==> src/rv_pkg.sv <==
package rv_pkg;

    localparam int xlen            = 64; // data width
    localparam int reg_addr_width  = 5;
    localparam int reg_depth       = 32;
    localparam int mem_index_width = 8;  // 256 doublewords

    // major opcodes
    localparam logic [6:0] opc_op     = 7'b0110011;
    localparam logic [6:0] opc_op_imm = 7'b0010011;
    localparam logic [6:0] opc_op_32  = 7'b0111011;
    localparam logic [6:0] opc_load   = 7'b0000011;
    localparam logic [6:0] opc_store  = 7'b0100011;

    // access sizes for loads and stores
    localparam logic [2:0] f3_word  = 3'b010;
    localparam logic [2:0] f3_dword = 3'b011;

    // alu funct3 / funct7
    localparam logic [2:0] f3_add_sub = 3'b000;
    localparam logic [2:0] f3_xor     = 3'b100;
    localparam logic [2:0] f3_or      = 3'b110;
    localparam logic [2:0] f3_and     = 3'b111;
    localparam logic [6:0] f7_base    = 7'b0000000;
    localparam logic [6:0] f7_sub     = 7'b0100000;

    typedef enum logic [2:0] {
        alu_add  = 3'd0,
        alu_sub  = 3'd1,
        alu_and  = 3'd2,
        alu_or   = 3'd3,
        alu_xor  = 3'd4,
        alu_addw = 3'd5
    } alu_op_e;

    typedef enum logic [2:0] {
        mem_none    = 3'd0,
        mem_load_d  = 3'd1,
        mem_load_w  = 3'd2,
        mem_store_d = 3'd3,
        mem_store_w = 3'd4
    } mem_op_e;

endpackage

==> src/reg_file.sv <==
`timescale 1ns/1ns

module reg_file (
    input  logic                              clk,
    input  logic                              rst_n,
    input  logic                              wen,
    input  logic [rv_pkg::reg_addr_width-1:0] waddr,
    input  logic [rv_pkg::reg_addr_width-1:0] raddr1,
    input  logic [rv_pkg::reg_addr_width-1:0] raddr2,
    input  logic [rv_pkg::xlen-1:0]           wdata,
    output logic [rv_pkg::xlen-1:0]           rdata1,
    output logic [rv_pkg::xlen-1:0]           rdata2
);

    logic [rv_pkg::xlen-1:0] regs [rv_pkg::reg_depth];

    always_ff @(posedge clk or negedge rst_n) begin
        if (!rst_n) begin
            for (int i = 0; i < rv_pkg::reg_depth; i++) begin
                regs[i] <= '0;
            end
        end else if (wen && (waddr != '0)) begin // x0 stays zero
            regs[waddr] <= wdata;
        end
    end

    // read port 1
    always_comb begin
        if (raddr1 == '0) begin
            rdata1 = '0;
        end else begin
            rdata1 = regs[raddr1];
        end
    end

    // read port 2
    always_comb begin
        if (raddr2 == '0) begin
            rdata2 = '0;
        end else begin
            rdata2 = regs[raddr2];
        end
    end

endmodule

==> config.mk <==
export PLATFORM = sky130hd
export DESIGN_NAME = reg_file
export DESIGN_NICKNAME = d
export VERILOG_FILES = /design/src/rv_pkg.sv /design/src/reg_file.sv
export SDC_FILE = /design/constraint.sdc
export NUM_CORES = 2
export LEC_CHECK = 0
export BUFFER_PORTS_ARGS = -buffer_cell sky130_fd_sc_hd__buf_2
export CORE_ASPECT_RATIO = 1.1
export CORE_MARGIN = 2
export CORE_UTILIZATION = 46
export DETAILED_ROUTE_END_ITERATION = 12
export MAX_ROUTING_LAYER = met4
export SLEW_MARGIN = 20
export SYNTH_ARGS = -nofsm -noshare
export SYNTH_HDL_FRONTEND = slang
export SYNTH_SLANG_ARGS = --single-unit
==> constraint.sdc <==
create_clock -name clk -period 4.2 [get_ports clk]
set_clock_uncertainty 0.05 [all_clocks]
set_input_delay 0.42 -clock clk [delete_from_list [all_inputs] [get_ports clk]]
set_output_delay 0.42 -clock clk [all_outputs]
set_load 0.005 [all_outputs]
==> flow_summary.toml <==
[outcome]
outcome = "complete, but fails checks"
violations = "DRC"

[logic_synthesis]
avgSynthCellArea_um2 = 16.2
async_reset_ff_share_pct = 100
syn_nets = 6754
synth_area_leader_cell = "dfrtp_1"
synth-seq-cells = 2048
ys_top_cells_by_area = "dfrtp_1, mux4_2, mux2_2"
syn-cell-area_mm2 = 0.108
synthCells = 6672
seq_area_frac_synth_pct = 47.5
yosys_warnings = 0
ys.flop_type = "dfrtp_1"
ys_types = 51
synth_edf_count = 0
yosys.area.top_type_share_pct = 47.5

[timing]
finalCriticalPeriod_ns = 3.66
timing.final.crit_share_pct = 87.0
rsz0062_at_grt = "false"
fmaxAchievable_ghz = 0.274
finalSetupTns_ns = 0
slew_headroom_pct = 25.9
worst_pin_slew_ns = 1.08
setup-violations-final = 0
finalMaxSlewViolations = 0
hold_viol = 0

[final_layout]
seqCellArea_mm2 = 0.0512
multi_input_area_mm2 = 0.0534
drive_above_1_share_pct = 58.5
finalNetCount = 6701
area.growth.synth_to_final_pct = 12.3
largest-register = "regs"
top_regs = "regs (2048)"
num-fill-cells = 19169
largest_reg_flops = 2048

[clock_tree]
cts_num_sinks = 2048
cts_root_buffer = "clkbuf_16"
cts_buffers = 222
clkLatencyLatePin_ns = 0.89
cts.path.max_buffers = 3
tritoncts = "done"
ctsResizeCount = 0
cts.htree.levels = 4
clkTransAtPathRegs_ns = 0.06

[floorplan]
die_y_um = 512
die_area_mm2 = 0.238
ios = 210
placementRows = 186
dieWidth_um = 466
core_mm2 = 0.233
initial_core_util_pct = 46.2

[power_and_ir_drop]
pwr-share-comb_pct = 20.4
p_switching_uw = 15800
switching_share_pct = 26.8
p_leak_uw = 0.0526
total_power_uw = 58700
p_seq_share_pct = 44.6
ir_drop_mv = 0.498
p_int_uw = 43000
power_density_mw_per_mm2 = 485
clockPowerShare_pct = 35.0

[drt]
antenna_left = 0
via_per_inst = 6.53
drt-initial-drc-count = 5715
first_pass_iters = 12
dr_total_vias = 64912
drt_wl_total_mm = 336
wl_per_cell_um = 33.8
remaining_drc_errors = 28

[critical_path]
critical_path_arrival_ns = 3.19
rr_endpoint = "regs[1348]"
reg2reg_from = "regs[1348]"
reg2regPathDepth = 1
start_kind = "input pin"
r2r_setup_slack_ns = 3.33
crit_start = "raddr1[0]"
path_max_fanout = 38
endpoint = "rdata1[35]"
worstSetupPathType = "in -> out"
critPathCaptureType = "output pin"
crit_required_ns = 3.73

[min_path]
hold_path.class = "in -> async"

[grt]
grt-ovfl-total = 0
antenna_found_initial = 44
grt_max_degree = 173
gr-usage-all-layers_pct = 29.3
grt_pass1_wl_mm = 494
grt_pass1_vias = 68400

[place]
gp_congestion = 0.821
io_buffers = 209
hpwl_mm = 195

[flow_run]
maxCapViolations = 0
## critical path, stage by stage
cell and delay (ns):
buf_8 0.44, buf_12 0.26, buf_4 0.19, mux4_2 0.23
nor3b_1 0.17, a2111oi_0 0.10, a2111oi_0 0.95, buf_2 0.31
## worst min path at each step
stage / from / end / slack, ns / cells after the start
after floorplan: rst_n / regs[0] / 0.07 / 0
after global placement: regs[2046] / regs[2046] / 0.31 / 0
after detailed placement: regs[2030] / regs[2030] / 0.31 / 0
after CTS: wdata[50] / regs[498] / 0.03 / 2
after global routing: rst_n / regs[192] / 0.09 / 2
final: rst_n / regs[192] / 0.08 / 2
## synth_stat cells, drive strengths merged, types with 2 or more instances
cell        n
a2bb2oi    51
a221oi      3
a221o       2
a32oi       2
nor2b      13
o21ai      62
a2111oi     4
or2         6
a22oi      11
o221ai      7
a22o        4
nor3b       3
inv         2
a21oi       8
mux2     2012
o22ai      69
mux2i     290
nand4       2
a31oi       5
a21o       47
a31o        2
dfrtp    2048
o22a        3
nand3      11
and3        9
nor4        6
nand3b      2
a211o       6
buf       328
nor3       12
nand2b     12
clkbuf    452
mux4     1101
and2        3
nand2      39
a211oi      4
nor2       26
a222oi      2
## cells by family (layout without fill, tap and decap cells)
| kind of cell | after synthesis | in the layout | synth area share (%) |
|---|---|---|---|
| compound gates | 293 | 293 | 1.90 |
| buf+inv | 782 | 925 | 3.20 |
| flops | 2048 | 2048 | 47.5 |
| mux | 3403 | 3403 | 46.7 |
| other cells | 0 | 19 | 0 |
| simple gates | 146 | 146 | 0.702 |
## power by group through the flow
stage               combinational [uW]  clock, uW  sequential (uW)
floorplan                         9120          0            25500
global placement                 11800          0            26200
detailed placement               12100          0            26400
CTS                              12100      20900            26100
global route                     12800      21800            26700
finish                           12000      20500            26200
## area by class of cell
cell class              instances  area share, %
inverters                       2         0.0124
flip-flops and latches       2048           42.3
clock inverters                85          0.909
well taps                    3102           3.21
repair buffers                503           3.92
diodes                         19         0.0393
clock buffers                 335           5.44
multi-input cells            3842           44.1
## stage by stage
stage                     worst slack, ns  utilization, %  instances  cell area [um2]  hold slack [ns]
final                               0.545            51.9       9936           121000           0.0840
after floorplan                      1.61               -       6672           108000           0.0744
after global placement              0.553            48.5       9496           113000            0.310
after CTS                           0.588            51.9       9917           121000           0.0338
after global routing                0.490            51.9       9933           121000           0.0939
after detailed placement            0.594            48.6       9496           113000            0.313
## placed cells by master (no fill, tap or decap), drive strengths merged, types with 3 or more instances in the layout
| cell | count |
|---|---|
| a2111oi | 4 |
| a211o | 6 |
| a211oi | 4 |
| a21o | 47 |
| a21oi | 8 |
| a221oi | 3 |
| a22o | 4 |
| a22oi | 11 |
| a2bb2oi | 51 |
| a31oi | 5 |
| and2 | 3 |
| and3 | 9 |
| buf | 500 |
| bufinv | 19 |
| clkbuf | 337 |
| clkinv | 53 |
| clkinvlp | 5 |
| dfrtp | 2048 |
| diode | 19 |
| inv | 10 |
| mux2 | 2012 |
| mux2i | 290 |
| mux4 | 1101 |
| nand2 | 39 |
| nand2b | 12 |
| nand3 | 11 |
| nor2 | 26 |
| nor2b | 13 |
| nor3 | 12 |
| nor3b | 3 |
| nor4 | 6 |
| o21ai | 62 |
| o221ai | 7 |
| o22a | 3 |
| o22ai | 69 |
| or2 | 6 |
## layer usage
metal  track usage (%)  share of wire [%]  vias to the layer above
li1                  -                  -                    25979
met1              40.3                 43                    36267
met2              45.3                 48                     2136
met3              4.56                6.1                      530
met4              8.38                3.0                        0
met5                 -                  0                        -
## timing repair
item | in CTS | in global routing
buffers inserted | 0 | 0
endpoints found under the hold margin | 193 | 0
hold buffers | 1 | 0
Power figures use the tool's default switching activity.
