### src/rv_pkg.sv
package rv_pkg;

    localparam int xlen            = 64; // data width
    localparam int reg_addr_width  = 5;
    localparam int reg_depth       = 32;
    localparam int mem_index_width = 8;  // 256 doublewords

    // major opcodes
    localparam logic [6:0] opc_op     = 7'b0110011;
    localparam logic [6:0] opc_op_imm = 7'b0010011;
    localparam logic [6:0] opc_op_32  = 7'b0111011;
    localparam logic [6:0] opc_load   = 7'b0000011;
    localparam logic [6:0] opc_store  = 7'b0100011;

    // access sizes for loads and stores
    localparam logic [2:0] f3_word  = 3'b010;
    localparam logic [2:0] f3_dword = 3'b011;

    // alu funct3 / funct7
    localparam logic [2:0] f3_add_sub = 3'b000;
    localparam logic [2:0] f3_xor     = 3'b100;
    localparam logic [2:0] f3_or      = 3'b110;
    localparam logic [2:0] f3_and     = 3'b111;
    localparam logic [6:0] f7_base    = 7'b0000000;
    localparam logic [6:0] f7_sub     = 7'b0100000;

    typedef enum logic [2:0] {
        alu_add  = 3'd0,
        alu_sub  = 3'd1,
        alu_and  = 3'd2,
        alu_or   = 3'd3,
        alu_xor  = 3'd4,
        alu_addw = 3'd5
    } alu_op_e;

    typedef enum logic [2:0] {
        mem_none    = 3'd0,
        mem_load_d  = 3'd1,
        mem_load_w  = 3'd2,
        mem_store_d = 3'd3,
        mem_store_w = 3'd4
    } mem_op_e;

endpackage

### src/rv_decoder.sv
`timescale 1ns/1ns

module rv_decoder (
    input  logic [31:0]                       instr,
    output logic [rv_pkg::reg_addr_width-1:0] rs1,
    output logic [rv_pkg::reg_addr_width-1:0] rs2,
    output logic [rv_pkg::reg_addr_width-1:0] rd,
    output logic [rv_pkg::xlen-1:0]           imm,
    output logic                              use_imm,
    output rv_pkg::alu_op_e                   alu_op,
    output rv_pkg::mem_op_e                   mem_op,
    output logic                              writes_rd,
    output logic                              illegal
);

    logic [6:0] opcode;
    logic [2:0] funct3;
    logic [6:0] funct7;

    assign opcode = instr[6:0];
    assign funct3 = instr[14:12];
    assign funct7 = instr[31:25];
    assign rd     = instr[11:7];
    assign rs1    = instr[19:15];
    assign rs2    = instr[24:20];

    // s-type splits the offset around rd
    assign imm = (opcode == rv_pkg::opc_store) ?
                 {{52{instr[31]}}, instr[31:25], instr[11:7]} :
                 {{52{instr[31]}}, instr[31:20]};

    always_comb begin
        use_imm   = 1'b0;
        alu_op    = rv_pkg::alu_add;
        mem_op    = rv_pkg::mem_none;
        writes_rd = 1'b0;
        illegal   = 1'b1; // cleared on a match
        case (opcode)
            rv_pkg::opc_op: begin
                writes_rd = 1'b1;
                illegal   = 1'b0;
                if (funct7 == rv_pkg::f7_base && funct3 == rv_pkg::f3_add_sub) alu_op = rv_pkg::alu_add;
                else if (funct7 == rv_pkg::f7_sub && funct3 == rv_pkg::f3_add_sub) alu_op = rv_pkg::alu_sub;
                else if (funct7 == rv_pkg::f7_base && funct3 == rv_pkg::f3_and) alu_op = rv_pkg::alu_and;
                else if (funct7 == rv_pkg::f7_base && funct3 == rv_pkg::f3_or) alu_op = rv_pkg::alu_or;
                else if (funct7 == rv_pkg::f7_base && funct3 == rv_pkg::f3_xor) alu_op = rv_pkg::alu_xor;
                else begin
                    writes_rd = 1'b0;
                    illegal   = 1'b1;
                end
            end
            rv_pkg::opc_op_imm: begin
                if (funct3 == rv_pkg::f3_add_sub) begin // addi only
                    use_imm   = 1'b1;
                    writes_rd = 1'b1;
                    illegal   = 1'b0;
                end
            end
            rv_pkg::opc_op_32: begin
                if (funct7 == rv_pkg::f7_base && funct3 == rv_pkg::f3_add_sub) begin
                    alu_op    = rv_pkg::alu_addw;
                    writes_rd = 1'b1;
                    illegal   = 1'b0;
                end
            end
            rv_pkg::opc_load: begin
                use_imm = 1'b1; // address = rs1 + imm
                if (funct3 == rv_pkg::f3_dword || funct3 == rv_pkg::f3_word) begin
                    mem_op    = (funct3 == rv_pkg::f3_dword) ? rv_pkg::mem_load_d : rv_pkg::mem_load_w;
                    writes_rd = 1'b1;
                    illegal   = 1'b0;
                end
            end
            rv_pkg::opc_store: begin
                use_imm = 1'b1;
                if (funct3 == rv_pkg::f3_dword || funct3 == rv_pkg::f3_word) begin
                    mem_op  = (funct3 == rv_pkg::f3_dword) ? rv_pkg::mem_store_d : rv_pkg::mem_store_w;
                    illegal = 1'b0;
                end
            end
            default: ;
        endcase
    end

endmodule

### config.mk
export PLATFORM = sky130hd
export DESIGN_NAME = rv_decoder
export DESIGN_NICKNAME = d
export VERILOG_FILES = /design/src/rv_pkg.sv /design/src/rv_decoder.sv
export SDC_FILE = /design/constraint.sdc
export NUM_CORES = 1
export LEC_CHECK = 0
export BUFFER_PORTS_ARGS = -buffer_cell sky130_fd_sc_hd__buf_4
export CORE_UTILIZATION = 30
export DETAILED_ROUTE_END_ITERATION = 8
export GPL_ROUTABILITY_DRIVEN = 0
export PLACE_DENSITY = 0.93
export SLEW_MARGIN = 15
export SYNTH_ARGS = -nofsm -noshare
export SYNTH_HDL_FRONTEND = slang
export SYNTH_SLANG_ARGS = --single-unit
### constraint.sdc
create_clock -name vclk -period 1.1
set_input_delay 0.055 -clock vclk [all_inputs]
set_output_delay 0.055 -clock vclk [all_outputs]
set_load 0.1 [all_outputs]
==> summary.txt <==
Final layout
  – Storage element area: 0 um^2
  – Synth-to-layout area growth: 94.48%
  – Non-Filler Instances: 205
  – Ratio of cells with drive above 1 in the final layout: slightly above 90%
  – Layout clock buffer count: 0
  – Util after Layout: 61.85%
  – FFs & Latches: 0
  – # nets final: about 210
  – Final Instance Area: 1720 um^2
  – Diode count: 0
  – Filler cells: 250
  – Area of the multi-input gates: 490.5 um^2

Min path
  – Min-Delay Path Class: in2out

Logic synthesis
  – Synth unique cells: 28
  – Syn Area/Cell: around 7.5 um^2
  – Synth Warn #: 0
  – Register area share after synthesis: 0%
  – Mapped cell area: roughly 880 um^2
  – Syn nets: 150
  – Post-Synthesis Cells: 118

Pwr
  – Leak: about 0.87 nW
  – Power per cell area: ~940 nW/um^2
  – VDD IR max: around 1.1 mV

Placed design
  – PortBufs: 110
  – Post-Place Setup Slack: -0.4178 ns
  – Placed Cells: a little over 200
  – Post-DP Area: between 1000 and 1500 um^2
  – Hpwl dp: roughly 2000 um

STA
  – Max-slew violations: 0
  – Hold slack: ~0.11 ns
  – Worst setup margin: -0.3443 ns
  – Final Critical Period: between 1 and 1.5 ns
  – RSZ-0062 raised after global routing: yes
  – Setup-failing EPs final: 14
  – Achievable Freq: between 0.6 and 0.7 GHz
  – Final number of hold-violating endpoints: 0
  – Worst-Margin Slew: 0.4326 ns
  – Worst slew margin: roughly 71%
  – Final cycle utilization of the critical path: 131.3%

Worst setup path
  – Req. time, crit path: between 1 and 1.5 ns
  – Worst path cell trace: buf_6, and4bb_2, nand2b_4, nor3b_4, buf_6, mux2_4, buf_12
  – Crit-path most repeated cell: buf_6
  – CP max FO: 3
  – Worst setup EP type: primary output
  – CP arrival: ~1.4 ns
  – CP Class: in2out
  – Startpoint types: primary input
  – CP max stage delay: between 0.3 and 0.4 ns
  – Top delay family on crit path: simple AND/OR/NAND/NOR gates
  – CP bufs+invs: 3
  – Slowest CP cell: and4bb_2

Die
  – Initial Utilization: 31.80%
  – Die ar.: 3170 um^2
  – Die width: 56.30 um
  – Core Rows: 19
  – Boundary Pins: 120
  – Core Box Area: between 2000 and 3000 um^2
  – Die H: roughly 56 um

Route
  – DRT antenna net count: 0
  – Via density: ~4.4
  – WL per Instance: around 13 um
  – TritonRoute pass-1 iters: 2
  – Initial drt markers: 10
  – Total wire length: approximately 2700 um
  – DRC viols: 0
  – Routed vias: 893

GRT
  – Vias in the first global route: 849
  – Largest net degree at the start of global routing: 54
  – Global-route wire length before repair: a little over 4000 um
  – Gr ovfl total: 0
  – Global Route Usage Sum: around 16%
  – Initial antenna violation count: 0

Flow run
  – Max-cap violations: 0

Outcome
  – Failing checks: negative setup slack
  – Status: finished, violations left
==> metrics by stage <==
stage,setup TNS (ns),total power [mW]
2_1_floorplan,-2.785,1.430
3_3_place_gp,-4.261,1.519
3_5_place_dp,-4.779,1.531
4_1_cts,-3.892,1.601
5_1_grt,-3.790,1.641
6_report,-3.273,1.610
==> power by group <==
group	switching, mW	internal [mW]
clock network	0	0
registers	0	0
logic	1.25	0.361
==> path summary, 6_finish.rpt <==
path | start | end | cells after the start
max | instr[6] | imm[1] | 7
min | instr[15] | rs1[0] | 0
==> synth_stat cells <==
library cell | n | area share, %
buf_4 | 74 | 63
nor2_1 | 7 | 3.0
mux2_2 | 5 | 6.4
and3_1 | 3 | 2.1
nor2b_1 | 3 | 2.1
nor4_1 | 3 | 2.1
nand2_1 | 2 | 0.85
a211o_1 | 1 | 0.99
a211oi_1 | 1 | 0.85
a21o_1 | 1 | 0.85
a22oi_1 | 1 | 0.85
a31o_2 | 1 | 0.99
a41o_1 | 1 | 1.1
and2_1 | 1 | 0.71
and2b_2 | 1 | 0.99
and3b_2 | 1 | 1.1
and4bb_2 | 1 | 1.4
buf_2 | 1 | 0.57
clkbuf_1 | 1 | 0.42
mux2i_1 | 1 | 1.1
nand2b_4 | 1 | 1.6
nand3_1 | 1 | 0.57
nand4_1 | 1 | 0.71
nor3b_4 | 1 | 2.1
o211ai_1 | 1 | 0.85
o21a_1 | 1 | 0.85
o41ai_1 | 1 | 0.99
xnor2_1 | 1 | 0.99
==> per-layer routing <==
layer	GRT usage, %	vias to the layer above	part of all wire (%)
li1	-	435	-
met1	16.39	403	31
met2	32.99	49	61
met3	1.613	6	5.9
met4	4.181	0	1.8
met5	0	-	0
==> layout make-up <==
type	count	area share [%]
well taps	31	2.255
multi-input cells	42	28.51
repair buffers	132	69.24
==> cell families (layout without fill, tap and decap cells) <==
group                  after synthesis  in the layout  synth area share (%)
XOR/XNOR                             1              1                0.9903
AND/OR/NAND/NOR                     26             26                 19.38
AO/OA/AOI/OAI                        9              9                 8.347
buffers and inverters               76            132                 63.79
multiplexers                         6              6                 7.496
==> cell usage in the layout, fill, tap and decap left out, types with 2 or more instances in the layout <==
master / synthesis / routed
nor2_4: 0 / 3
buf_4: 74 / 110
nor2_1: 7 / 3
buf_6: 0 / 8
buf_12: 0 / 13
nor4_4: 0 / 2
and3_4: 0 / 3
mux2_4: 0 / 5
==> what timing repair did <==
item                       CTS  global route
buffers inserted             3             0
resized for setup           63             4
cloned                       0             0
setup endpoints to repair   14            14
hold buffers                 0             0
pin swaps                   10             7
Note: power is estimated with default switching activity, not from simulation.
