--- src/rv_pkg.sv ---
package rv_pkg;

    localparam int xlen            = 64; // data width
    localparam int reg_addr_width  = 5;
    localparam int reg_depth       = 32;
    localparam int mem_index_width = 8;  // 256 doublewords

    // major opcodes
    localparam logic [6:0] opc_op     = 7'b0110011;
    localparam logic [6:0] opc_op_imm = 7'b0010011;
    localparam logic [6:0] opc_op_32  = 7'b0111011;
    localparam logic [6:0] opc_load   = 7'b0000011;
    localparam logic [6:0] opc_store  = 7'b0100011;

    // access sizes for loads and stores
    localparam logic [2:0] f3_word  = 3'b010;
    localparam logic [2:0] f3_dword = 3'b011;

    // alu funct3 / funct7
    localparam logic [2:0] f3_add_sub = 3'b000;
    localparam logic [2:0] f3_xor     = 3'b100;
    localparam logic [2:0] f3_or      = 3'b110;
    localparam logic [2:0] f3_and     = 3'b111;
    localparam logic [6:0] f7_base    = 7'b0000000;
    localparam logic [6:0] f7_sub     = 7'b0100000;

    typedef enum logic [2:0] {
        alu_add  = 3'd0,
        alu_sub  = 3'd1,
        alu_and  = 3'd2,
        alu_or   = 3'd3,
        alu_xor  = 3'd4,
        alu_addw = 3'd5
    } alu_op_e;

    typedef enum logic [2:0] {
        mem_none    = 3'd0,
        mem_load_d  = 3'd1,
        mem_load_w  = 3'd2,
        mem_store_d = 3'd3,
        mem_store_w = 3'd4
    } mem_op_e;

endpackage

--- src/rv_alu.sv ---
`timescale 1ns/1ns

module rv_alu (
    input  logic [rv_pkg::xlen-1:0] op_a,
    input  logic [rv_pkg::xlen-1:0] op_b,
    input  rv_pkg::alu_op_e         alu_op,
    output logic [rv_pkg::xlen-1:0] result
);

    logic [31:0] sum_w; // low-word sum for addw

    assign sum_w = op_a[31:0] + op_b[31:0];

    always_comb begin
        case (alu_op)
            rv_pkg::alu_add: begin
                result = op_a + op_b;
            end
            rv_pkg::alu_sub: begin
                result = op_a - op_b;
            end
            rv_pkg::alu_and: begin
                result = op_a & op_b;
            end
            rv_pkg::alu_or: begin
                result = op_a | op_b;
            end
            rv_pkg::alu_xor: begin
                result = op_a ^ op_b;
            end
            rv_pkg::alu_addw: begin
                result = {{32{sum_w[31]}}, sum_w}; // sign-extend bit 31
            end
            default: begin
                result = '0;
            end
        endcase
    end

endmodule

--- config.mk ---
export PLATFORM = sky130hd
export DESIGN_NAME = rv_alu
export DESIGN_NICKNAME = d
export VERILOG_FILES = /design/src/rv_pkg.sv /design/src/rv_alu.sv
export SDC_FILE = /design/constraint.sdc
export NUM_CORES = 1
export LEC_CHECK = 0
export CORE_ASPECT_RATIO = 1.4
export CORE_MARGIN = 1.5
export CORE_UTILIZATION = 55
export DETAILED_ROUTE_END_ITERATION = 8
export DONT_BUFFER_PORTS = 1
export PLACE_DENSITY = 0.7
export SYNTH_ARGS = -nofsm -noshare
export SYNTH_HDL_FRONTEND = slang
export SYNTH_SLANG_ARGS = --single-unit
--- constraint.sdc ---
create_clock -name vclk -period 6
set_clock_uncertainty 0.2 [all_clocks]
set_input_delay 0.3 -clock vclk [all_inputs]
set_output_delay 0.3 -clock vclk [all_outputs]
set_load 0.03 [all_outputs]
==> metrics.md, run 1 <==
| Metric | Value |
|---|---|
| DR iter-0 viols | `977` |
| Final instance area | `10530 um2` |
| Io pins | `195` |
| Grt ovf | `0` |
| Crit end category | `primary output` |
| Sum of negative setup slack | `0 ps` |
| Synth top cells by count | `ha_1 (192), a21oi_1 (164), inv_1 (154)` |
| Post-route antenna net violation count | `0` |
| Setup crit start kind | `primary input` |
| Fillcell total | `1842` |
| Maximum operating frequency | `173.1 MHz` |
| # clk buffers | `0` |
| WL/cell | `21.28 um` |
| Initial antenna violation count | `0` |
| Setup Buffers After CTS | `0` |
| Syn_nets | `1866` |
| Synth cell types | `76` |
| Syn avg cell area | `6.646 um2` |
| Vias in the first global route | `11.32k` |
| Hold crit path type | `in2out` |
| Largest net degree at the start of global routing | `113` |
| Routability Congestion | `0.9993` |
| Top post-synthesis cells by area | `ha_1 (23%), xnor2_1 (8.8%), a21oi_1 (8.0%)` |
| Worst Path Required | `5500 ps` |
| Core area | `18070 um2` |
| PostCTS Resize Cnt | `0` |
| Die area | `19460 um2` |
| Layout cells sized above 1 | `0.04485` |
| Max-cap violations | `0` |
| Relative slew margins | `0.1367` |
| Starting Density | `0.5667` |
| Fin util | `0.5827` |
| Outcome | `complete, no violations` |
| GRT Total Usage | `0.3612` |
| Crit path arrival time | `5280 ps` |
| RSZ-0062 raised after global routing | `no` |
| Crit Path Category | `in2out` |
| Hold Path Stages | `1` |
| Post-DP Area | `10520 um2` |
| Layout Nets | `1821` |
| Top-count cell post-synth | `ha_1` |
| Routed vias | `11.53k` |
| Final period utilization | `0.9629` |
| N_diodes | `0` |
| Router iterations before antenna repair | `6` |
| Synth warn | `0` |
| Area leader, netlist | `ha_1` |
| Global-route wire length before repair | `57350 um` |
| Hold Fails Final Rpt | `0` |
| PortBufs | `0` |
| Syn-to-layout area delta | `2.822%` |
| DR vias/cell | `6.647` |
| Die H | `164.5 um` |
| Synth Instances | `1541` |
| Final setup vio count | `0` |
| DP HPWL | `29330 um` |
| Worst Tran Pin Value | `1281 ps` |
| Post-CTS Hold Fix Bufs | `0` |
| Leak Pwr | `5.000 nW` |
| Register area | `0 um2` |
| Max Slew Vio Count | `0` |
| Post-synthesis sequential area ratio | `0` |
| CP max FO | `8` |
| DIE WIDTH | `118.3 um` |
| Drt drc | `0` |
| Fin crit period | `5778 ps` |
| Post-Syn Area | `10240 um2` |
| Hold Path End | `result[15]` |
| Max VDD drop | `0.00007252 V` |
| Row count | `58` |
| Min-delay src | `alu_op[2]` |
| Pwr Density | `126.6 nW/um2` |
| Drt total wl | `36890 um` |
| Seq_cells | `0` |
| Synth top area share | `0.2346` |
-- where the power goes --
| group | leakage [nW] | internal, mW | total (mW) | switching [mW] |
|---|---|---|---|---|
| registers | 0 | 0 | 0 | 0 |
| clock network | 0 | 0 | 0 | 0 |
| logic | 5.00 | 0.483 | 1.33 | 0.850 |
| total | 5.00 | 0.483 | 1.33 | 0.850 |
-- metrics by stage --
step	power [mW]	std cells	hold slack, ps	setup slack (ps)
3_5_place_dp	1.305	1734	598.7	324.3
5_1_grt	1.444	1734	617.6	44.20
4_1_cts	1.312	1734	598.1	298.8
2_1_floorplan	1.029	1541	768.9	543.2
6_report	1.333	1734	604.6	222.5
3_3_place_gp	1.300	1734	598.9	418.0
-- placed cells by master (no fill, tap or decap), types with 5 or more instances in the layout --
master	n
ha_1	192
a21oi_1	164
inv_1	154
nand2_1	119
nor2_1	112
xnor2_1	103
o21ai_0	93
a21o_1	55
buf_4	44
nand4_1	38
xor2_1	38
nand3_1	34
o211ai_1	26
a222oi_1	26
a31oi_1	24
o21bai_1	22
a22oi_1	20
nand2b_1	19
nor3_1	18
and3_1	16
nor4_1	12
o31ai_1	12
o21a_1	12
o22ai_1	12
nor2b_1	10
and2_1	8
a211oi_1	7
or3_1	6
o21ai_1	6
a22o_1	6
o2111ai_1	5
mux2i_1	5
o221ai_1	5
-- worst max path at each step --
stage | startpoint | to | slack, ps | cells after the start
2_1_floorplan | op_b[8] | result[44] | 540 | 16
3_3_place_gp | op_b[2] | result[47] | 420 | 17
3_5_place_dp | op_b[2] | result[58] | 320 | 18
4_1_cts | op_b[2] | result[58] | 300 | 18
5_1_grt | op_b[13] | result[63] | 40 | 19
6_report | op_b[2] | result[47] | 220 | 17
-- kinds of logic after synthesis --
| family | synth area share |
|---|---|
| AO/OA/AOI/OAI | 0.3513 |
| adder cells (fa/ha/maj) | 0.2385 |
| multiplexers | 0.007330 |
| XOR/XNOR | 0.1206 |
| AND/OR/NAND/NOR | 0.1886 |
| buffers and inverters | 0.09371 |
-- routing by layer --
| layer | GRT usage | up-vias | share of wire |
|---|---|---|---|
| met3 | 0.03971 | 140 | 0.067 |
| met2 | 0.6958 | 543 | 0.51 |
| met4 | 0.1918 | 0 | 0.055 |
| met5 | 0 | - | 0 |
| met1 | 0.3841 | 5376 | 0.37 |
| li1 | - | 5467 | - |
-- worst max-delay path: stages --
cell and delay [ps]:
nor4_1 500, nand4b_1 370, nor4_4 270, and2_1 280, a41oi_1 160, xnor2_1 170
ha_1 440, nand4_1 150, nor3_1 410, nand4_1 170, a211oi_1 510, nor2_1 230
o31ai_1 450, a31oi_1 170, xnor2_1 160, a222oi_1 260, nand2_1 280
-- area by class of cell --
class,count,area (um2),area share
Timing Repair Buffer,44,330.3,0.03137
Inverter,155,581.8,0.05525
Tap cell,240,300.3,0.02852
Multi-Input combinational cell,1295,9318,0.8849
Power figures use the tool's default switching activity.
==> run 2: changes to the inputs <==
- RECOVER_POWER: not set -> 50
==> run 2 against run 1 <==
Against the previous run:
- the flow now finishes with violations (capacitance limit, slew limit)
- critical path depth unchanged
- combinational power hardly changed
- global-route usage unchanged
- utilization fell by 0.25 points
- total power down 0.58%
- first-iteration DRC count grew 0.20%
- sequential share of layout area is the same
- die area did not move
- fmax is 1.8% higher
- critical path type unchanged
==> metrics.md, run 2 (same netlist as run 1, synthesis figures left out) <==
| Metric | Value |
|---|---|
| DR iter-0 viols | `979 (+0.20%)` |
| Clock power share | `0 (unchanged)` |
| Register area | `0 um2 (unchanged)` |
| Max Slew Vio Count | `41 (+41)` |
| Net load switching power | `0.8475 mW (-0.34%)` |
| Worst Path Buf+Inv | `0 (unchanged)` |
| Gr busiest metal | `met2` |
| Finished Layout Cells | `1734 (unchanged)` |
| Multi-input logic area | `9299 um2 (-0.20%)` |
| Final setup vio count | `0 (unchanged)` |
| DR vias/cell | `6.643 (about the same)` |
| Worst Tran Pin Value | `2266 ps (+984.5 ps)` |
| Crit end category | `primary output` |
| CP peak stage delay | `490 ps (-20 ps)` |
| Post-CTS Hold Fix Bufs | `0 (unchanged)` |
| Crit Path Category | `in2out` |
| Commonest non-fill, non-tap cell in the layout | `ha_1` |
| Vias in the first global route | `11.32k (unchanged)` |
| Pwr Density | `126.4 nW/um2 (-0.15%)` |
| Setup crit start kind | `primary input` |
| Starting Density | `0.5667 (unchanged)` |
| Maximum operating frequency | `176.2 MHz (+1.8%)` |
| Min-delay src | `alu_op[2]` |
| Post-route antenna net violation count | `0 (unchanged)` |
| Hold crit path type | `in2out` |
| Largest delay share family, worst path | `simple AND/OR/NAND/NOR gates` |
| # clk buffers | `0 (unchanged)` |
| Hold Path Stages | `1 (unchanged)` |
| Critical path cell sequence | `nor4_1, nand4b_1, nor4_4, and2_1, a41oi_1, xnor2_1, ha_1, nand4_1, nor3_1, nand4_1, a211oi_1, nor2_1, o31ai_1, a31oi_1, xnor2_1, a222oi_1, nand2_1` |
| Drt total wl | `36820 um (-0.20%)` |
| Routability Congestion | `0.9993 (unchanged)` |
| GR Util met1 | `0.3841 (unchanged)` |
| Die H | `164.5 um (unchanged)` |
| Sw Ratio | `0.6395 (+0.001556)` |
| GRT Total Usage | `0.3612 (unchanged)` |
| Int Pwr | `0.4777 mW (-1.0%)` |
| Hold Path End | `result[15]` |
| Seq_cells | `0 (unchanged)` |
| Slowest stage cell on the critical path | `nor4_1` |
| Hold Fails Final Rpt | `0 (unchanged)` |
| Commonest cells after routing, fill and taps aside | `ha_1 (192), a21oi_1 (164), inv_1 (154)` |
| Failing checks | `capacitance limit, slew limit` |
| Die area | `19460 um2 (unchanged)` |
| RSZ-0062 raised after global routing | `no` |
| N_diodes | `0 (unchanged)` |
| Crit path arrival time | `5180 ps (-100 ps)` |
| GR Util met2 | `0.6958 (unchanged)` |
| Global-route wire length before repair | `57350 um (unchanged)` |
| Worst hold slack | `603.1 ps (-1.413 ps)` |
| Max-cap violations | `2 (+2)` |
| Layout Nets | `1821 (unchanged)` |
| Fin crit period | `5677 ps (-100.7 ps)` |
| WL/cell | `21.23 um (-0.20%)` |
| Io pins | `195 (unchanged)` |
| Drt drc | `0 (unchanged)` |
| Final period utilization | `0.9461 (-0.01679)` |
| Grt ovf | `0 (unchanged)` |
| Relative slew margins | `-0.5106 (-0.6473)` |
| DP HPWL | `29330 um (unchanged)` |
| DIE WIDTH | `118.3 um (unchanged)` |
| Fin util | `0.5803 (-0.002493)` |
| Largest net degree at the start of global routing | `113 (unchanged)` |
| Leak Pwr | `4.970 nW (-0.59%)` |
| Sum of negative setup slack | `0 ps (unchanged)` |
| Syn-to-layout area delta | `2.383%` |
| Max VDD drop | `0.00006557 V (-9.6%)` |
| Row count | `58 (unchanged)` |
| Flop pwr share | `0 (unchanged)` |
| Outcome | `finished, violations left` |
| Inst Count DP | `1734 (unchanged)` |
| Layout cells sized above 1 | `0.03815 (-0.006693)` |
| CP max FO | `8 (unchanged)` |
| PostCTS Resize Cnt | `0 (unchanged)` |
| M3 GR Usage | `0.03971 (unchanged)` |
| Fillcell total | `1852 (+0.54%)` |
| Setup Buffers After CTS | `0 (unchanged)` |
| Router iterations before antenna repair | `6 (unchanged)` |
| Comb power frac | `1.000 (about the same)` |
| Routed vias | `11.52k (-0.061%)` |
| Core area | `18070 um2 (unchanged)` |
| PortBufs | `0 (unchanged)` |
| Initial antenna violation count | `0 (unchanged)` |
| Worst Path Required | `5500 ps (about the same)` |
-- run 2: stage by stage --
stage	power, mW	setup slack [ps]	instance area [um2]
after floorplan	1.029	543.2	10240
after global placement	1.300	418.0	10520
after detailed placement	1.305	324.3	10520
after CTS	1.312	298.8	10520
after global routing	1.437	44.20	10490
final	1.325	323.2	10490
-- run 2: metal layers --
layer  part of all wire  up-vias
met3              0.066      142
met2               0.51      539
met4              0.055        0
met1               0.37     5361
li1                   -     5477
met5                  0        -
-- run 2: area by class of cell --
type | instances | share of cell area
timing repair buffer | 44 | 0.02900
inverter | 155 | 0.05549
multi-input combinational | 1295 | 0.8869
tap | 240 | 0.02864
-- run 2: power groups by stage --
stage	Sequential, mW	Combinational [mW]	Clock [mW]
floorplan	0	1.03	0
global placement	0	1.30	0
detailed placement	0	1.30	0
CTS	0	1.31	0
global route	0	1.44	0
finish	0	1.33	0
-- run 2: worst max-delay path by stage --
stage	from	end	depth (start not counted)
after global routing	op_b[13]	result[63]	19
after detailed placement	op_b[2]	result[58]	18
after floorplan	op_b[8]	result[44]	16
after CTS	op_b[2]	result[58]	18
after global placement	op_b[2]	result[47]	17
final	op_b[2]	result[47]	17
